<file path="src/store_sink_pkg.sv">
/*
 * Store streamer package
 * Width constants, vector types, control and flag structs and the
 * controller state encoding shared by the store streamer blocks
 */

`default_nettype none

package store_sink_pkg;

  // Memory byte address width
  parameter int unsigned ADDR_WIDTH = 32;

  // Width of the transfer counter, runs overflow at 2^TRANS_CNT transfers
  parameter int unsigned TRANS_CNT = 16;

  // Byte address on the memory port
  typedef logic [ADDR_WIDTH-1:0] addr_t;

  // Transfer count
  typedef logic [TRANS_CNT-1:0] len_t;

  // One-dimensional store pattern
  // Base and stride are in bytes, tot_len is the number of stores in the run
  typedef struct packed {
    addr_t base;
    addr_t stride;
    len_t  tot_len;
  } addrgen_ctrl_t;

  // Top-level control input
  // The req_start bit is a strobe, only taken while ready_start is high
  typedef struct packed {
    logic          req_start;
    addrgen_ctrl_t addrgen;
  } sink_ctrl_t;

  // Top-level flag output
  typedef struct packed {
    logic ready_start;
    logic done;
    logic addrgen_done;
  } sink_flags_t;

  // Controller sequence
  // Idle waits for a start, working issues stores until the generator is
  // finished, done drains the remaining stores before returning to idle
  typedef enum logic [1:0] {
    STREAMER_IDLE    = 2'b00,
    STREAMER_WORKING = 2'b01,
    STREAMER_DONE    = 2'b10
  } streamer_state_e;

endpackage

`default_nettype wire
</file>
<file path="src/store_sink.sv">
/*
 * Store streamer top level
 * Small DMA engine that turns a valid/ready data stream into word stores
 * on a request/grant memory port, following a base, stride, length pattern
 */

`timescale 1ns/100ps
`default_nettype none

module store_sink #(
  parameter int unsigned DATA_WIDTH = 32,
  parameter int unsigned MISALIGNED = 1,
  parameter int unsigned FIFO_DEPTH = 2,
  localparam int unsigned STORE_WIDTH = (MISALIGNED == 1) ? DATA_WIDTH + 32 : DATA_WIDTH
) (
  input  wire                              clk_i,
  input  wire                              rst_ni,
  input  wire                              clear_i,
  input  wire                              enable_i,
  input  wire store_sink_pkg::sink_ctrl_t  ctrl_i,
  output store_sink_pkg::sink_flags_t      flags_o,
  input  wire [DATA_WIDTH-1:0]             stream_data_i,
  input  wire [DATA_WIDTH/8-1:0]           stream_strb_i,
  input  wire                              stream_valid_i,
  output logic                             stream_ready_o,
  output logic                             mem_req_o,
  input  wire                              mem_gnt_i,
  output store_sink_pkg::addr_t            mem_addr_o,
  output logic [STORE_WIDTH/8-1:0]         mem_be_o,
  output logic [STORE_WIDTH-1:0]           mem_data_o
);

  // Generator to FIFO
  store_sink_pkg::addr_t gen_addr;
  logic                  gen_valid;
  logic                  fifo_push_ready;

  // FIFO head to controller and aligner
  store_sink_pkg::addr_t head_addr;
  logic                  head_valid;
  logic                  head_pop;

  // Aligned store word
  logic [STORE_WIDTH-1:0]   aligned_data;
  logic [STORE_WIDTH/8-1:0] aligned_be;

  // Controller to generator
  logic addrgen_start;
  logic addrgen_clear;

  // Input side, address generation
  sink_addrgen i_addrgen (
    .clk_i        ( clk_i                ),
    .rst_ni       ( rst_ni               ),
    .clear_i      ( addrgen_clear        ),
    .enable_i     ( enable_i             ),
    .start_i      ( addrgen_start        ),
    .ctrl_i       ( ctrl_i.addrgen       ),
    .addr_ready_i ( fifo_push_ready      ),
    .addr_o       ( gen_addr             ),
    .addr_valid_o ( gen_valid            ),
    .done_o       ( flags_o.addrgen_done )
  );

  sink_addr_fifo #(
    .FIFO_DEPTH ( FIFO_DEPTH )
  ) i_addr_fifo (
    .clk_i        ( clk_i           ),
    .rst_ni       ( rst_ni          ),
    .clear_i      ( clear_i         ),
    .push_data_i  ( gen_addr        ),
    .push_valid_i ( gen_valid       ),
    .push_ready_o ( fifo_push_ready ),
    .pop_data_o   ( head_addr       ),
    .pop_valid_o  ( head_valid      ),
    .pop_ready_i  ( head_pop        )
  );

  // Processing, lane alignment from the low bits of the FIFO head
  sink_store_align #(
    .DATA_WIDTH ( DATA_WIDTH ),
    .MISALIGNED ( MISALIGNED )
  ) i_store_align (
    .offset_i ( head_addr[1:0] ),
    .data_i   ( stream_data_i  ),
    .strb_i   ( stream_strb_i  ),
    .data_o   ( aligned_data   ),
    .be_o     ( aligned_be     )
  );

  // Output side, store port and run sequencing
  sink_streamer_ctrl #(
    .DATA_WIDTH ( DATA_WIDTH ),
    .MISALIGNED ( MISALIGNED )
  ) i_streamer_ctrl (
    .clk_i           ( clk_i                  ),
    .rst_ni          ( rst_ni                 ),
    .clear_i         ( clear_i                ),
    .enable_i        ( enable_i               ),
    .req_start_i     ( ctrl_i.req_start       ),
    .tot_len_i       ( ctrl_i.addrgen.tot_len ),
    .addrgen_done_i  ( flags_o.addrgen_done   ),
    .stream_valid_i  ( stream_valid_i         ),
    .stream_ready_o  ( stream_ready_o         ),
    .addr_valid_i    ( head_valid             ),
    .addr_i          ( head_addr              ),
    .addr_pop_o      ( head_pop               ),
    .data_i          ( aligned_data           ),
    .be_i            ( aligned_be             ),
    .mem_req_o       ( mem_req_o              ),
    .mem_gnt_i       ( mem_gnt_i              ),
    .mem_addr_o      ( mem_addr_o             ),
    .mem_be_o        ( mem_be_o               ),
    .mem_data_o      ( mem_data_o             ),
    .ready_start_o   ( flags_o.ready_start    ),
    .done_o          ( flags_o.done           ),
    .addrgen_start_o ( addrgen_start          ),
    .addrgen_clear_o ( addrgen_clear          )
  );

endmodule

`default_nettype wire

</file>
<file path="src/sink_streamer_ctrl.sv">
/*
 * Streamer controller
 * Joins the address FIFO head and aligned stream data into memory stores,
 * counts granted stores and sequences idle, working and done
 */

`timescale 1ns/100ps
`default_nettype none

module sink_streamer_ctrl #(
  parameter int unsigned DATA_WIDTH = 32,
  parameter int unsigned MISALIGNED = 1,
  localparam int unsigned STORE_WIDTH = (MISALIGNED == 1) ? DATA_WIDTH + 32 : DATA_WIDTH
) (
  input  wire                        clk_i,
  input  wire                        rst_ni,
  input  wire                        clear_i,
  input  wire                        enable_i,
  input  wire                        req_start_i,
  input  wire store_sink_pkg::len_t  tot_len_i,
  input  wire                        addrgen_done_i,
  input  wire                        stream_valid_i,
  output logic                       stream_ready_o,
  input  wire                        addr_valid_i,
  input  wire store_sink_pkg::addr_t addr_i,
  output logic                       addr_pop_o,
  input  wire [STORE_WIDTH-1:0]      data_i,
  input  wire [STORE_WIDTH/8-1:0]    be_i,
  output logic                       mem_req_o,
  input  wire                        mem_gnt_i,
  output store_sink_pkg::addr_t      mem_addr_o,
  output logic [STORE_WIDTH/8-1:0]   mem_be_o,
  output logic [STORE_WIDTH-1:0]     mem_data_o,
  output logic                       ready_start_o,
  output logic                       done_o,
  output logic                       addrgen_start_o,
  output logic                       addrgen_clear_o
);

  store_sink_pkg::streamer_state_e state_q;
  store_sink_pkg::streamer_state_e state_d;

  // Stores granted in the current run
  store_sink_pkg::len_t store_cnt_q;

  logic active;
  logic store_hs;
  logic run_end;

  assign active = (state_q != store_sink_pkg::STREAMER_IDLE);

  // A store needs both a data beat and an address from the FIFO
  assign mem_req_o = active & stream_valid_i & addr_valid_i;

  // Fields are held at zero whenever no request is out
  assign mem_addr_o = mem_req_o ? {addr_i[store_sink_pkg::ADDR_WIDTH-1:2], 2'b00} : '0;
  assign mem_be_o   = mem_req_o ? be_i : '0;
  assign mem_data_o = mem_req_o ? data_i : '0;

  assign store_hs = mem_req_o & mem_gnt_i;

  // Ready is high while no beat is offered, so an idle stream never stalls
  // Otherwise the beat and the FIFO head leave together on a grant
  assign stream_ready_o = ~stream_valid_i | store_hs;
  assign addr_pop_o     = store_hs;

  // Next-state logic
  always_comb begin
    state_d         = state_q;
    ready_start_o   = 1'b0;
    addrgen_start_o = 1'b0;
    run_end         = 1'b0;
    unique case (state_q)
      store_sink_pkg::STREAMER_IDLE: begin
        ready_start_o = 1'b1;
        if (req_start_i) begin
          state_d         = store_sink_pkg::STREAMER_WORKING;
          addrgen_start_o = 1'b1;
        end
      end
      store_sink_pkg::STREAMER_WORKING: begin
        if (addrgen_done_i) begin
          state_d = store_sink_pkg::STREAMER_DONE;
        end
      end
      store_sink_pkg::STREAMER_DONE: begin
        // Wait here until the last issued address has been stored
        if (store_cnt_q == tot_len_i) begin
          state_d = store_sink_pkg::STREAMER_IDLE;
          run_end = 1'b1;
        end
      end
      default: begin
        state_d = store_sink_pkg::STREAMER_IDLE;
      end
    endcase
  end

  // The generator is reset on an external clear and on the end of a run
  assign addrgen_clear_o = clear_i | (run_end & enable_i);

  always_ff @(posedge clk_i or negedge rst_ni) begin
    if (!rst_ni) begin
      state_q <= store_sink_pkg::STREAMER_IDLE;
    end else if (clear_i) begin
      state_q <= store_sink_pkg::STREAMER_IDLE;
    end else if (enable_i) begin
      state_q <= state_d;
    end
  end

  // Granted store counter
  always_ff @(posedge clk_i or negedge rst_ni) begin
    if (!rst_ni) begin
      store_cnt_q <= '0;
    end else if (clear_i) begin
      store_cnt_q <= '0;
    end else if (enable_i) begin
      if (run_end) begin
        store_cnt_q <= '0;
      end else if (store_hs) begin
        store_cnt_q <= store_cnt_q + 1'b1;
      end
    end
  end

  // Done is a registered one-cycle pulse, it coincides with the first idle cycle
  always_ff @(posedge clk_i or negedge rst_ni) begin
    if (!rst_ni) begin
      done_o <= 1'b0;
    end else if (clear_i) begin
      done_o <= 1'b0;
    end else if (enable_i) begin
      done_o <= run_end;
    end
  end

endmodule

`default_nettype wire

</file>
<file path="src/sink_store_align.sv">
/*
 * Store aligner
 * Moves a stream word and its byte strobes to the byte lane given by the
 * low address bits inside a store word one 32-bit word wider
 */

`timescale 1ns/100ps
`default_nettype none

module sink_store_align #(
  parameter int unsigned DATA_WIDTH = 32,
  parameter int unsigned MISALIGNED = 1,
  localparam int unsigned STORE_WIDTH = (MISALIGNED == 1) ? DATA_WIDTH + 32 : DATA_WIDTH
) (
  input  wire [1:0]              offset_i,
  input  wire [DATA_WIDTH-1:0]   data_i,
  input  wire [DATA_WIDTH/8-1:0] strb_i,
  output logic [STORE_WIDTH-1:0]   data_o,
  output logic [STORE_WIDTH/8-1:0] be_o
);

  if (MISALIGNED == 1) begin : gen_shift
    logic [STORE_WIDTH-1:0]   data_ext;
    logic [STORE_WIDTH/8-1:0] strb_ext;

    // Zero-extend into the wide word so that vacated lanes stay disabled
    assign data_ext = STORE_WIDTH'(data_i);
    assign strb_ext = (STORE_WIDTH/8)'(strb_i);

    // One lane of shift per byte of offset, the top word absorbs the spill
    assign data_o = data_ext << {offset_i, 3'b000};
    assign be_o   = strb_ext << offset_i;
  end else begin : gen_pass
    // Word-aligned traffic only, the low address bits carry no lane
    assign data_o = data_i;
    assign be_o   = strb_i;
  end

endmodule

`default_nettype wire

</file>
<file path="src/sink_addr_fifo.sv">
/*
 * Address FIFO
 * Register-array FIFO between the address generator and store issue,
 * with simultaneous push and pop and a synchronous clear
 */

`timescale 1ns/100ps
`default_nettype none

module sink_addr_fifo #(
  parameter int unsigned FIFO_DEPTH = 2
) (
  input  wire                        clk_i,
  input  wire                        rst_ni,
  input  wire                        clear_i,
  input  wire store_sink_pkg::addr_t push_data_i,
  input  wire                        push_valid_i,
  output logic                       push_ready_o,
  output store_sink_pkg::addr_t      pop_data_o,
  output logic                       pop_valid_o,
  input  wire                        pop_ready_i
);

  // A depth of one still needs a one-bit pointer
  localparam int unsigned PTR_W = (FIFO_DEPTH > 1) ? $clog2(FIFO_DEPTH) : 1;
  localparam int unsigned CNT_W = $clog2(FIFO_DEPTH + 1);

  store_sink_pkg::addr_t mem_q [FIFO_DEPTH];
  logic [PTR_W-1:0]      wr_ptr_q;
  logic [PTR_W-1:0]      rd_ptr_q;
  logic [CNT_W-1:0]      count_q;
  logic                  push;
  logic                  pop;

  // Pointers wrap at the depth, which need not be a power of two
  function automatic logic [PTR_W-1:0] ptr_next(input logic [PTR_W-1:0] ptr);
    if (ptr == PTR_W'(FIFO_DEPTH - 1)) begin
      return '0;
    end
    return ptr + 1'b1;
  endfunction

  // Full blocks a push even when a pop happens in the same cycle
  assign push_ready_o = (count_q != CNT_W'(FIFO_DEPTH));
  assign pop_valid_o  = (count_q != '0);
  assign pop_data_o   = mem_q[rd_ptr_q];

  assign push = push_valid_i & push_ready_o;
  assign pop  = pop_ready_i & pop_valid_o;

  always_ff @(posedge clk_i or negedge rst_ni) begin
    if (!rst_ni) begin
      wr_ptr_q <= '0;
      rd_ptr_q <= '0;
      count_q  <= '0;
    end else if (clear_i) begin
      wr_ptr_q <= '0;
      rd_ptr_q <= '0;
      count_q  <= '0;
    end else begin
      if (push) begin
        wr_ptr_q <= ptr_next(wr_ptr_q);
      end
      if (pop) begin
        rd_ptr_q <= ptr_next(rd_ptr_q);
      end
      // Occupancy only moves when exactly one side transfers
      if (push && !pop) begin
        count_q <= count_q + 1'b1;
      end else if (pop && !push) begin
        count_q <= count_q - 1'b1;
      end
    end
  end

  // Storage array
  always_ff @(posedge clk_i) begin
    if (push) begin
      mem_q[wr_ptr_q] <= push_data_i;
    end
  end

endmodule

`default_nettype wire

</file>
<file path="src/sink_addrgen.sv">
/*
 * Store address generator
 * Emits base + i*stride for i = 0 .. tot_len-1 as a valid/ready stream
 * and flags the end of the sequence once the last address is taken
 */

`timescale 1ns/100ps
`default_nettype none

module sink_addrgen (
  input  wire                           clk_i,
  input  wire                           rst_ni,
  input  wire                           clear_i,
  input  wire                           enable_i,
  input  wire                           start_i,
  input  wire store_sink_pkg::addrgen_ctrl_t ctrl_i,
  input  wire                           addr_ready_i,
  output store_sink_pkg::addr_t         addr_o,
  output logic                          addr_valid_o,
  output logic                          done_o
);

  // Current address and the stride it advances by
  store_sink_pkg::addr_t cur_addr_q;
  store_sink_pkg::addr_t stride_q;

  // Addresses still to be issued in this run
  store_sink_pkg::len_t  remain_q;

  logic                  busy_q;
  logic                  done_q;
  logic                  addr_hs;

  // An address leaves only while enabled, so the FIFO never takes a copy
  // of an address that the generator did not advance past
  assign addr_valid_o = busy_q & enable_i;
  assign addr_o       = cur_addr_q;
  assign done_o       = done_q;

  assign addr_hs = addr_valid_o & addr_ready_i;

  // Sequencing state
  always_ff @(posedge clk_i or negedge rst_ni) begin
    if (!rst_ni) begin
      busy_q   <= 1'b0;
      done_q   <= 1'b0;
      remain_q <= '0;
    end else if (clear_i) begin
      busy_q   <= 1'b0;
      done_q   <= 1'b0;
      remain_q <= '0;
    end else if (enable_i) begin
      if (start_i) begin
        // A zero-length run is finished as soon as it starts
        busy_q   <= (ctrl_i.tot_len != '0);
        done_q   <= (ctrl_i.tot_len == '0);
        remain_q <= ctrl_i.tot_len;
      end else if (addr_hs) begin
        remain_q <= remain_q - 1'b1;
        // Last address of the run has just been taken
        if (remain_q == store_sink_pkg::len_t'(1)) begin
          busy_q <= 1'b0;
          done_q <= 1'b1;
        end
      end
    end
  end

  // Address datapath
  // The configuration is sampled on the same edge that starts the run
  always_ff @(posedge clk_i) begin
    if (enable_i) begin
      if (start_i) begin
        cur_addr_q <= ctrl_i.base;
        stride_q   <= ctrl_i.stride;
      end else if (addr_hs) begin
        cur_addr_q <= cur_addr_q + stride_q;
      end
    end
  end

endmodule

`default_nettype wire

</file>
<file path="config.mk">
export PLATFORM = sky130hd
export DESIGN_NAME = store_sink
export DESIGN_NICKNAME = d
export VERILOG_FILES = /design/src/store_sink_pkg.sv /design/src/store_sink.sv /design/src/sink_streamer_ctrl.sv /design/src/sink_store_align.sv /design/src/sink_addr_fifo.sv /design/src/sink_addrgen.sv
export SDC_FILE = /design/constraint.sdc
export NUM_CORES = 1
export LEC_CHECK = 0
export ABC_AREA = 1
export ABC_CLOCK_PERIOD_IN_PS = 3700
export BUFFER_PORTS_ARGS = -buffer_cell sky130_fd_sc_hd__buf_2
export CORE_ASPECT_RATIO = 0.75
export CORE_MARGIN = 1
export CORE_UTILIZATION = 50
export DETAILED_ROUTE_END_ITERATION = 8
export HOLD_SLACK_MARGIN = 0.08
export PLACE_DENSITY = 0.77
export SYNTH_ARGS = -nofsm -noshare
export SYNTH_HDL_FRONTEND = slang
export SYNTH_SLANG_ARGS = --single-unit
</file>
<file path="constraint.sdc">
create_clock -name clk_i -period 3.7 [get_ports clk_i]
set_input_delay 0.74 -clock clk_i [delete_from_list [all_inputs] [get_ports clk_i]]
set_output_delay 0.74 -clock clk_i [all_outputs]
set_load 0.005 [all_outputs]
</file>
==> key figures, run 1 <==
Status
  • Outcome: finished, final reports clean

Yosys
  • Post-synth ARST share: 0.243
  • Synth warnings: 0
  • Sequential-to-total area share from yosys stat: 0.465
  • Biggest area consumer among synthesized cells: edfxtp_1
  • Synth Register Bits: 169
  • EDFF count, synth: 128
  • Synth Flop Type: edfxtp_1
  • Synth cell types: 46
  • Syn Inst Count: 1,280
  • Syn Area/Cell: 8.18 µm²
  • Area share of the largest cell type after synthesis: 0.367
  • Top cells by area, synth: edfxtp_1, nand2_1, dfrtp_1
  • Syn Std Cell Area: 10,500 µm²

Clock network
  • Clock Pin Slew Worst Setup and Hold Paths: 0.07 ns
  • CTS tree: built
  • Num CTS Buffers: 17
  • Post-CTS Setup Bufs: 0
  • Max H-tree Level: 4
  • Longest Clk Path Bufs: 2
  • Cts repair resizes: 0
  • Clock Sinks: 169
  • Hold Buf Count CTS: 0
  • CTS root buffer: clkbuf_16
  • Skew-Pair Late Insertion Delay: 0.44 ns

Placed design
  • Port bufs: 220
  • GPL Wtd Cong: 0.961
  • Dpl hpwl: 25,100 µm

Cells and area
  • Fill cell count: 1,844
  • Sequential cell area: 4870 µm²
  • Layout cell share with drive strength beyond 1: 0.208
  • Post-layout util: 0.610
  • Final Net Count: 1,650
  • Area grow syn2layout: 18.8%
  • Area of the multi-input gates: 4990 µm²

Floorplan
  • Die Wd: 169 µm
  • Die ar.: 21,500 µm²
  • Row cnt: 45
  • Top Ports: 232
  • Core footprint: 20,400 µm²
  • Die height: 127 µm
  • Initial Util: 0.514

Drt
  • Routed len/inst: 18.1 µm
  • TritonRoute pass-1 iters: 6
  • Remaining antenna violation count: 0
  • WL final: 32,500 µm
  • Via Count: 9,936
  • Via/cell ratio: 5.55
  • Number of DRC markers in iteration 0: 911
  • DRC: 0

Global routing
  • Initial antenna violation count: 2
  • GRT Overall Usage: 0.308
  • Largest net degree at the start of global routing: 46
  • GRT overflow: 0
  • Number of global-route vias before repair: 8,910
  • First-pass GRT wire length: 49,800 µm

Timing
  • Setup Viol. Count Final: 0
  • Unrepaired setup endpoints after global routing: false
  • Setup TNS: 0 ns
  • FMAX: 294 MHz
  • Min Clock Period, post-route: 3.40 ns
  • Hold slack final: 0.474 ns
  • Clock Skew: 0.0122 ns
  • Crit share post-route: 0.919
  • Fin. max-slew vios: 0
  • Fin. Hold Viols: 0
  • Slew HR: 0.323
  • Worst-Margin Slew: 1.02 ns

Power
  • Pwr dens: 658 nW/µm²
  • Max rail drop VDD: 327 µV
  • Leakage: 5.69 nW

Setup path
  • Startpoint Class: flop
  • Crit path max fanout: 24
  • Crit. End Element: output port
  • Arr. time, crit path: 2.66 ns
  • Critical Path RT: 2.96 ns
  • Crit path kind: flop to output port

Job
  • Max Cap Viol: 0

Hold path
  • Hold Path Class: input pin to async pin
==> cells in the mapped netlist (all sizes together) (23+ instances only) <==
master / count
buf: 30
inv: 97
nor3: 24
o22ai: 29
mux2i: 28
edfxtp: 128
clkbuf: 23
a21oi: 76
dfrtp: 41
o21ai: 81
nor2: 136
ha: 34
nand2: 387
nand3: 66
==> final cells by class <==
class | instances | area share
diodes | 3 | 0.000604
clock buffers | 18 | 0.0345
clock inverters | 14 | 0.0131
inverters | 99 | 0.0303
multi-input cells | 969 | 0.401
flip-flops and latches | 169 | 0.392
well taps | 282 | 0.0284
repair buffers | 236 | 0.100
==> routing by layer <==
| layer | up-vias | global-route usage | wire (µm) | share of wire |
|---|---|---|---|---|
| met4 | 0 | 0.0700 | 492 | 0.015 |
| met3 | 35 | 0.0654 | 3100 | 0.095 |
| met1 | 4619 | 0.460 | 15000 | 0.46 |
| met5 | - | 0 | 0 | 0 |
| met2 | 513 | 0.457 | 13900 | 0.43 |
| li1 | 4769 | - | - | - |
==> worst paths after layout <==
path | start | end | slack (ns) | cells past startpoint
max | i_addr_fifo.rd_ptr_q | mem_be_o[4] | 0.30 | 7
min | rst_ni | i_addrgen.remain_q[15] | 0.47 | 1
max reg2reg | i_addrgen.addr_o[0] | i_addrgen.addr_o[28] | 0.97 | 13
min reg2reg | i_addrgen.busy_q | i_addrgen.busy_q | 0.47 | 2
max in group asynchronous | rst_ni | i_addr_fifo.count_q[0] | 2.59 | 1
min in group clk_i | i_addrgen.busy_q | i_addrgen.busy_q | 0.47 | 2
==> critical path: stages (launching register included) <==
cell and delay [ns]:
dfrtp_1 0.47, inv_1 0.08, or2_2 0.28, nand2_2 0.46
clkinv_1 0.47, nand2_1 0.21, o22ai_1 0.11, buf_2 0.15
==> report_power, final <==
group / leakage (nW) / internal (mW) / total, mW / switching (mW)
combinational: 3.68 / 1.18 / 3.45 / 2.26
clock: 0.276 / 1.01 / 1.81 / 0.800
sequential: 1.73 / 2.61 / 2.93 / 0.316
total: 5.69 / 4.81 / 8.18 / 3.38
==> stage by stage <==
| step | setup slack (ns) | std cells | power, mW | cell area [µm²] |
|---|---|---|---|---|
| after global placement | 0.792 | 1755 | 6.24 | 11800 |
| after CTS | 0.328 | 1787 | 8.13 | 12400 |
| final | 0.301 | 1790 | 8.18 | 12400 |
| after detailed placement | 0.727 | 1755 | 6.32 | 11800 |
| after global routing | 0.143 | 1789 | 8.72 | 12400 |
| after floorplan | 0.697 | 1290 | 5.28 | 10500 |
==> flip-flops by register name (all words and copies together) (netlist names) <==
signal and count:
i_streamer_ctrl.state_q 2, i_addr_fifo.count_q 2, i_addrgen.addr_o 32, i_addr_fifo.wr_ptr_q 1
i_addrgen.stride_q 32, i_streamer_ctrl.done_o 1, i_addrgen.done_o 1, i_addr_fifo.mem_q 64
i_addrgen.remain_q 16, i_streamer_ctrl.store_cnt_q 16, i_addrgen.busy_q 1, i_addr_fifo.rd_ptr_q 1
==> logic make-up (layout without fill, tap and decap cells) <==
family | after synthesis | in the layout | share of synthesized area
AO/OA/AOI/OAI | 208 | 208 | 0.113
XOR/XNOR | 26 | 26 | 0.0217
adder cells (fa/ha/maj) | 35 | 35 | 0.0425
buffers and inverters | 152 | 367 | 0.0642
flip-flops | 169 | 169 | 0.465
multiplexers | 28 | 28 | 0.0268
other | 1 | 14 | 0.000358
AND/OR/NAND/NOR | 661 | 661 | 0.266
==> placed cells by master, fill, tap and decap left out, types with 3 or more instances in the layout <==
cell type     n
clkinv_4      3
o22ai_1      29
o21ai_0      67
clkinvlp_4    4
nand3_1      65
nor2_1      131
edfxtp_1    128
inv_2         7
nand2_2       3
a21oi_1      76
a31oi_1       4
dfrtp_1      41
ha_1         34
xor2_1       17
nand2_1     383
o21a_1        3
xnor2_1       9
buf_2       220
inv_6         5
o21ai_2      13
o2111ai_1     6
nor4_1       10
or2_2        11
diode_2       3
mux2i_1      28
nor3_1       23
conb_1       11
buf_4        14
clkbuf_16    17
inv_1        90
nand3b_1      6
nand4_1      17
nor2_4        3
Note: power is estimated with default switching activity, not from simulation.
==> run 2, diff against run 1 <==
- ABC_CLOCK_PERIOD_IN_PS: 3700 -> 4300
- CORE_UTILIZATION: 50 -> 55
- PLACE_DENSITY: 0.77 -> 0.81
- clock period: 3.7 -> 4.3 ns (I/O delays scaled with it)
==> run 2 against run 1 <==
Non-clock buffer count decreased by 3. Sequential power shrank 14%. Clock power fell by 14%. Setup slack better by 0.34 ns. Highest routed layer unchanged.
==> key figures, run 2 (synthesized netlist as in run 1, its figures left out) <==
Power
  • Pwr dens: 570 nW/µm² (-13%)
  • Max rail drop VDD: 273 µV (-17%)
  • Leakage: 5.68 nW (-0.13%)
  • Design Power: 7.04 mW (-14%)

Timing
  • Setup TNS: 0 ns (unchanged)
  • Unrepaired setup endpoints after global routing: false
  • Fin. max-slew vios: 0 (unchanged)
  • Clock Skew: 0.0178 ns (+0.00558 ns)
  • Fin. Hold Viols: 0 (unchanged)
  • Crit share post-route: 0.850
  • Setup Viol. Count Final: 0 (unchanged)
  • Worst-Margin Slew: 1.01 ns (-0.00975 ns)
  • FMAX: 273 MHz
  • Slew HR: 0.329 (+0.00650)
  • Min Clock Period, post-route: 3.66 ns
  • Post-route setup slack: 0.643 ns (+0.342 ns)

Clock network
  • CTS root buffer: clkbuf_16
  • Clock Sinks: 169 (unchanged)
  • Clock Pin Slew Worst Setup and Hold Paths: 0.08 ns (about the same)
  • Skew-Pair Late Insertion Delay: 0.45 ns (about the same)
  • CTS tree: built
  • Num CTS Buffers: 17 (unchanged)
  • Max H-tree Level: 4 (unchanged)
  • Hold Buf Count CTS: 0 (unchanged)
  • Cts repair resizes: 0 (unchanged)
  • Longest Clk Path Bufs: 2 (unchanged)
  • Post-CTS Setup Bufs: 0 (unchanged)

Hold path
  • Hold Path End: i_streamer_ctrl.done_o
  • Hold Path Class: flop to flop
  • WHS Path Cells: 2
  • Hold path start: i_streamer_ctrl.done_o

Floorplan
  • Top Ports: 232 (unchanged)
  • Initial Util: 0.564 (+0.0504)
  • Row cnt: 43 (-4.4%)
  • Die height: 121 µm (-4.6%)
  • Die Wd: 161 µm (-4.6%)
  • Core footprint: 18,600 µm² (-8.9%)
  • Die ar.: 19,600 µm² (-9.0%)

Placed design
  • Dpl hpwl: 24,100 µm (-4.1%)
  • GPL Wtd Cong: 0.978 (+1.8%)
  • Port bufs: 220 (unchanged)
  • Post-place setup slack: 1.02 ns (+0.290 ns)
  • DP Area: 11,700 µm² (-0.77%)

Cells and area
  • Commonest non-fill, non-tap cell in the layout: nand2_1
  • Most frequent cells in the layout: nand2_1, buf_2, nor2_1, edfxtp_1, inv_1
  • Final Net Count: 1,647 (-0.18%)
  • Top reg by flops: i_addr_fifo.mem_q
  • Fill cell count: 1,519 (-18%)
  • Layout cell share with drive strength beyond 1: 0.206 (-0.00158)
  • Post-layout util: 0.665 (+0.0550)
  • Area grow syn2layout: 17.9%
  • Final Cell Area: 12,300 µm² (-0.72%)
  • Max reg flops: 64 (unchanged)

Setup path
  • Worst Reg2Reg Path Length in Cells: 13 (unchanged)
  • Crit. End Element: output port
  • R2r startpoint: i_addrgen.addr_o[0]
  • Arr. time, crit path: 2.80 ns (+0.14 ns)
  • Critical Path RT: 3.44 ns (+0.48 ns)
  • Crit path max fanout: 27 (+13%)
  • Startpoint Class: flop
  • Reg2reg end: i_addrgen.addr_o[28]
  • Worst R2R Setup Slack: 1.53 ns (+0.56 ns)
  • Crit path kind: flop to output port

Drt
  • Remaining antenna violation count: 0 (unchanged)
  • TritonRoute pass-1 iters: 6 (unchanged)
  • DRC: 0 (unchanged)
  • Via/cell ratio: 5.72 (+3.0%)
  • Number of DRC markers in iteration 0: 1,023 (+12%)
  • WL final: 32,000 µm (-1.5%)
  • Via Count: 10,013 (+0.77%)
  • Routed len/inst: 18.3 µm (+0.72%)

Global routing
  • Number of global-route vias before repair: 9,108 (+2.2%)
  • First-pass GRT wire length: 48,600 µm (-2.4%)
  • Initial antenna violation count: 1 (-1)
  • Largest net degree at the start of global routing: 46 (unchanged)
  • GRT overflow: 0 (unchanged)
  • GRT Overall Usage: 0.329 (+0.0216)

Job
  • Max Cap Viol: 0 (unchanged)

Status
  • Outcome: finished, final reports clean
[run 2: routing by layer]
layer | part of all wire | track usage | vias up
li1 | - | - | 4749
met1 | 0.42 | 0.449 | 4665
met2 | 0.46 | 0.525 | 544
met3 | 0.098 | 0.0742 | 55
met4 | 0.020 | 0.0991 | 0
met5 | 0 | 0 | -
[run 2: worst max-delay path by stage]
| stage | endpoint | start | slack (ns) | depth (start not counted) |
|---|---|---|---|---|
| after floorplan | i_addrgen.addr_o[0] | ctrl_i[80] | 0.31 | 3 |
| after global placement | mem_be_o[2] | stream_valid_i | 1.08 | 8 |
| after detailed placement | mem_be_o[2] | stream_valid_i | 1.02 | 8 |
| after CTS | mem_data_o[37] | i_addr_fifo.rd_ptr_q | 0.66 | 7 |
| after global routing | mem_data_o[37] | i_addr_fifo.rd_ptr_q | 0.49 | 7 |
| final | mem_data_o[37] | i_addr_fifo.rd_ptr_q | 0.64 | 7 |
[run 2: where the power goes]
part | total [mW] | internal [mW] | leakage [nW] | switching (mW)
clock | 1.55 | 0.787 | 0.290 | 0.759
combinational | 2.96 | 1.01 | 3.66 | 1.94
sequential | 2.53 | 2.25 | 1.73 | 0.286
total | 7.04 | 4.05 | 5.68 | 2.99
[run 2: critical path: stages (launching register included)]
cell	delay (ns)
dfrtp_1	0.50
inv_1	0.10
or2_2	0.29
nand2_2	0.51
clkinv_1	0.47
nand2_1	0.21
o22ai_1	0.12
buf_2	0.17
[run 2: metrics by stage]
stage | instances | hold slack [ns]
floorplan | 1290 | 0.443
global placement | 1717 | 0.465
detailed placement | 1717 | 0.465
CTS | 1749 | 0.485
global route | 1749 | 0.506
finish | 1751 | 0.478
[run 2: cell type report]
| class | instances | area [µm²] | share of cell area |
|---|---|---|---|
| clock buffer | 17 | 425 | 0.0345 |
| clock inverter | 15 | 170 | 0.0138 |
| antenna | 2 | 5.00 | 0.000405 |
| inverter | 99 | 377 | 0.0305 |
| tap | 247 | 309 | 0.0250 |
| timing repair buffer | 233 | 1210 | 0.0981 |
| sequential | 169 | 4870 | 0.394 |
| multi-input combinational | 969 | 4980 | 0.403 |
==> run 3, diff against run 2 <==
- PLACE_DENSITY: 0.81 -> not set
- PLACE_DENSITY_LB_ADDON: not set -> 0.12
==> run 3 against run 2 <==
Clock power shrank 3%. Critical endpoint unchanged. Combinational power is 2% lower. Hold slack gained 0.00050 ns. Via count fell by 2.1%. First-iteration DRC count is 17% lower. Non-clock buffer count rose by 3.
==> key figures, run 3 (synthesized netlist as in run 1, its figures left out) <==
Clock network
  • Skew-Pair Late Insertion Delay: 0.44 ns (about the same)
  • Longest Clk Path Bufs: 2 (unchanged)
  • Hold Buf Count CTS: 0 (unchanged)
  • Cts repair resizes: 0 (unchanged)
  • CTS root buffer: clkbuf_16
  • Num CTS Buffers: 17 (unchanged)
  • Clock Sinks: 169 (unchanged)
  • Clock Pin Slew Worst Setup and Hold Paths: 0.07 ns (about the same)
  • CTS tree: built
  • Max H-tree Level: 4 (unchanged)
  • Post-CTS Setup Bufs: 0 (unchanged)

Drt
  • Routed len/inst: 17.8 µm (-2.3%)
  • WL final: 31,300 µm (-2.3%)
  • Via/cell ratio: 5.59 (-2.2%)
  • Remaining antenna violation count: 0 (unchanged)
  • DRC: 0 (unchanged)
  • TritonRoute pass-1 iters: 5 (-1)
  • Number of DRC markers in iteration 0: 854 (-17%)
  • Via Count: 9,802 (-2.1%)

Cells and area
  • Sequential cell area: 4870 µm² (unchanged)
  • Commonest non-fill, non-tap cell in the layout: nand2_1
  • Layout cell share with drive strength beyond 1: 0.209 (+0.00225)
  • Max reg flops: 64 (unchanged)
  • Final Cell Area: 12,400 µm² (+0.11%)
  • Most frequent cells in the layout: nand2_1, buf_2, nor2_1, edfxtp_1, inv_1
  • N_diodes: 0 (-2)
  • Fill cell count: 1,575 (+3.7%)
  • Top reg by flops: i_addr_fifo.mem_q
  • Area of the multi-input gates: 4990 µm² (+0.25%)
  • Post-layout util: 0.666 (+0.000741)
  • Final Net Count: 1,650 (+0.18%)
  • Area grow syn2layout: 18.0%

Global routing
  • GRT Overall Usage: 0.325 (-0.00463)
  • M2 GR Usage: 0.501 (-0.0234)
  • Initial antenna violation count: 0 (-1)
  • Met1 Use GR: 0.472 (+0.0224)
  • GR Layer Usage met3: 0.0537 (-0.0205)
  • GRT overflow: 0 (unchanged)
  • First-pass GRT wire length: 47,600 µm (-2.2%)
  • Largest net degree at the start of global routing: 46 (unchanged)
  • GRT Max-Usage Layer: met2
  • Number of global-route vias before repair: 8,711 (-4.4%)

Setup path
  • Critical path's largest stage delay: 0.49 ns (-0.02 ns)
  • Arr. time, crit path: 2.59 ns (-0.21 ns)
  • Crit path kind: flop to output port
  • Critical Path RT: 3.44 ns (about the same)
  • Startpoint Class: flop
  • Cell repeated most along the worst path: buf_4
  • Crit path max fanout: 24 (-11%)
  • Crit. End Element: output port
  • Cell breakdown of the critical path: buf_4, inv_1, or2_2, nand2_2, buf_4, mux2i_1, o22ai_1, buf_2
  • Worst Reg2Reg Path Length in Cells: 13 (unchanged)
  • CP max stage cell: dfrtp_1

Timing
  • Fin. Hold Viols: 0 (unchanged)
  • Setup Viol. Count Final: 0 (unchanged)
  • Unrepaired setup endpoints after global routing: false
  • Min Clock Period, post-route: 3.45 ns (-0.210 ns)
  • Setup TNS: 0 ns (unchanged)
  • Fin. max-slew vios: 0 (unchanged)
  • Clock Skew: 0.0134 ns (-0.00437 ns)
  • FMAX: 290 MHz (+6.1%)
  • Worst-Margin Slew: 1.04 ns (+0.0294 ns)
  • Crit share post-route: 0.802 (-0.0489)
  • Slew HR: 0.310 (-0.0196)

Power
  • Leakage: 5.69 nW (+0.13%)
  • Max rail drop VDD: 286 µV (+5.1%)
  • Net Sw Frac: 0.420 (-0.00472)
  • Clock Power Share: 0.216 (-0.004)
  • Pwr dens: 563 nW/µm² (-1.2%)
  • Sequential Power Share: 0.365 (+0.005)
  • Gate power share: 0.418 (-0.002)
  • Internal power: 4.04 mW (-0.25%)
  • P_sw: 2.92 mW (-2.2%)

Floorplan
  • Core footprint: 18,600 µm² (unchanged)
  • Top Ports: 232 (unchanged)
  • Die height: 121 µm (unchanged)
  • Die Wd: 161 µm (unchanged)
  • Initial Util: 0.564 (unchanged)
  • Die ar.: 19,600 µm² (unchanged)
  • Row cnt: 43 (unchanged)

Hold path
  • Hold Path Class: flop to flop
  • WHS Path Cells: 2 (unchanged)

Placed design
  • DP Area: 11,800 µm² (+0.30%)
  • GPL Wtd Cong: 1.02 (+3.9%)
  • Port bufs: 220 (unchanged)
  • Dpl hpwl: 24,400 µm (+1.2%)

Status
  • Outcome: finished, final reports clean

Job
  • Max Cap Viol: 0 (unchanged)
run 3: changes by cell type in the layout (fill, tap and decap cells not counted), sizes merged:
cell      previous run  this run
inv                106       105
diode                2         0
buf                233       236
clkinvlp             1         2
run 3: cell type report:
cell class	count	share of cell area
Clock buffer	17	0.0344
Clock inverter	15	0.0125
Inverter	99	0.0305
Multi-Input combinational cell	969	0.404
Sequential cell	169	0.394
Tap cell	247	0.0250
Timing Repair Buffer	236	0.0998
run 3: power groups by stage:
| stage | clock network (mW) | logic (mW) | registers (mW) |
|---|---|---|---|
| 2_1_floorplan | 0 | 2.10 | 2.44 |
| 6_report | 1.51 | 2.91 | 2.54 |
| 3_5_place_dp | 0 | 2.86 | 2.57 |
| 3_3_place_gp | 0 | 2.81 | 2.56 |
| 5_1_grt | 1.59 | 3.27 | 2.57 |
| 4_1_cts | 1.52 | 2.87 | 2.53 |
run 3: worst paths after layout:
check	startpoint	slack (ns)	endpoint
min reg2reg	i_addrgen.busy_q	0.48	i_addrgen.busy_q
max in group asynchronous	rst_ni	3.05	i_addr_fifo.count_q[1]
max reg2reg	i_addrgen.addr_o[0]	1.50	i_addrgen.addr_o[30]
min in group asynchronous	rst_ni	0.60	i_addrgen.remain_q[8]
max	i_addr_fifo.rd_ptr_q	0.85	mem_data_o[37]
min	i_addrgen.busy_q	0.48	i_addrgen.busy_q
run 3: per-layer routing:
layer	wire length, µm	share of wire
met1	14400	0.46
met2	13900	0.45
met5	0	0
met4	535	0.017
met3	2440	0.078
run 3: through the flow:
step / instances / setup slack (ns) / hold WS (ns) / power (mW)
floorplan: 1290 / 0.312 / 0.443 / 4.54
global placement: 1720 / 1.18 / 0.464 / 5.37
detailed placement: 1720 / 1.13 / 0.464 / 5.42
CTS: 1752 / 0.861 / 0.479 / 6.93
global route: 1752 / 0.690 / 0.513 / 7.43
finish: 1752 / 0.853 / 0.479 / 6.96
run 3: worst max-delay path, delay by kind of cell (launching register included):
kind | cells | cell delay (ns)
buffers and inverters | 4 | 0.81
flip-flops | 1 | 0.49
AND/OR/NAND/NOR | 2 | 0.35
multiplexers | 1 | 0.34
AO/OA/AOI/OAI | 1 | 0.15
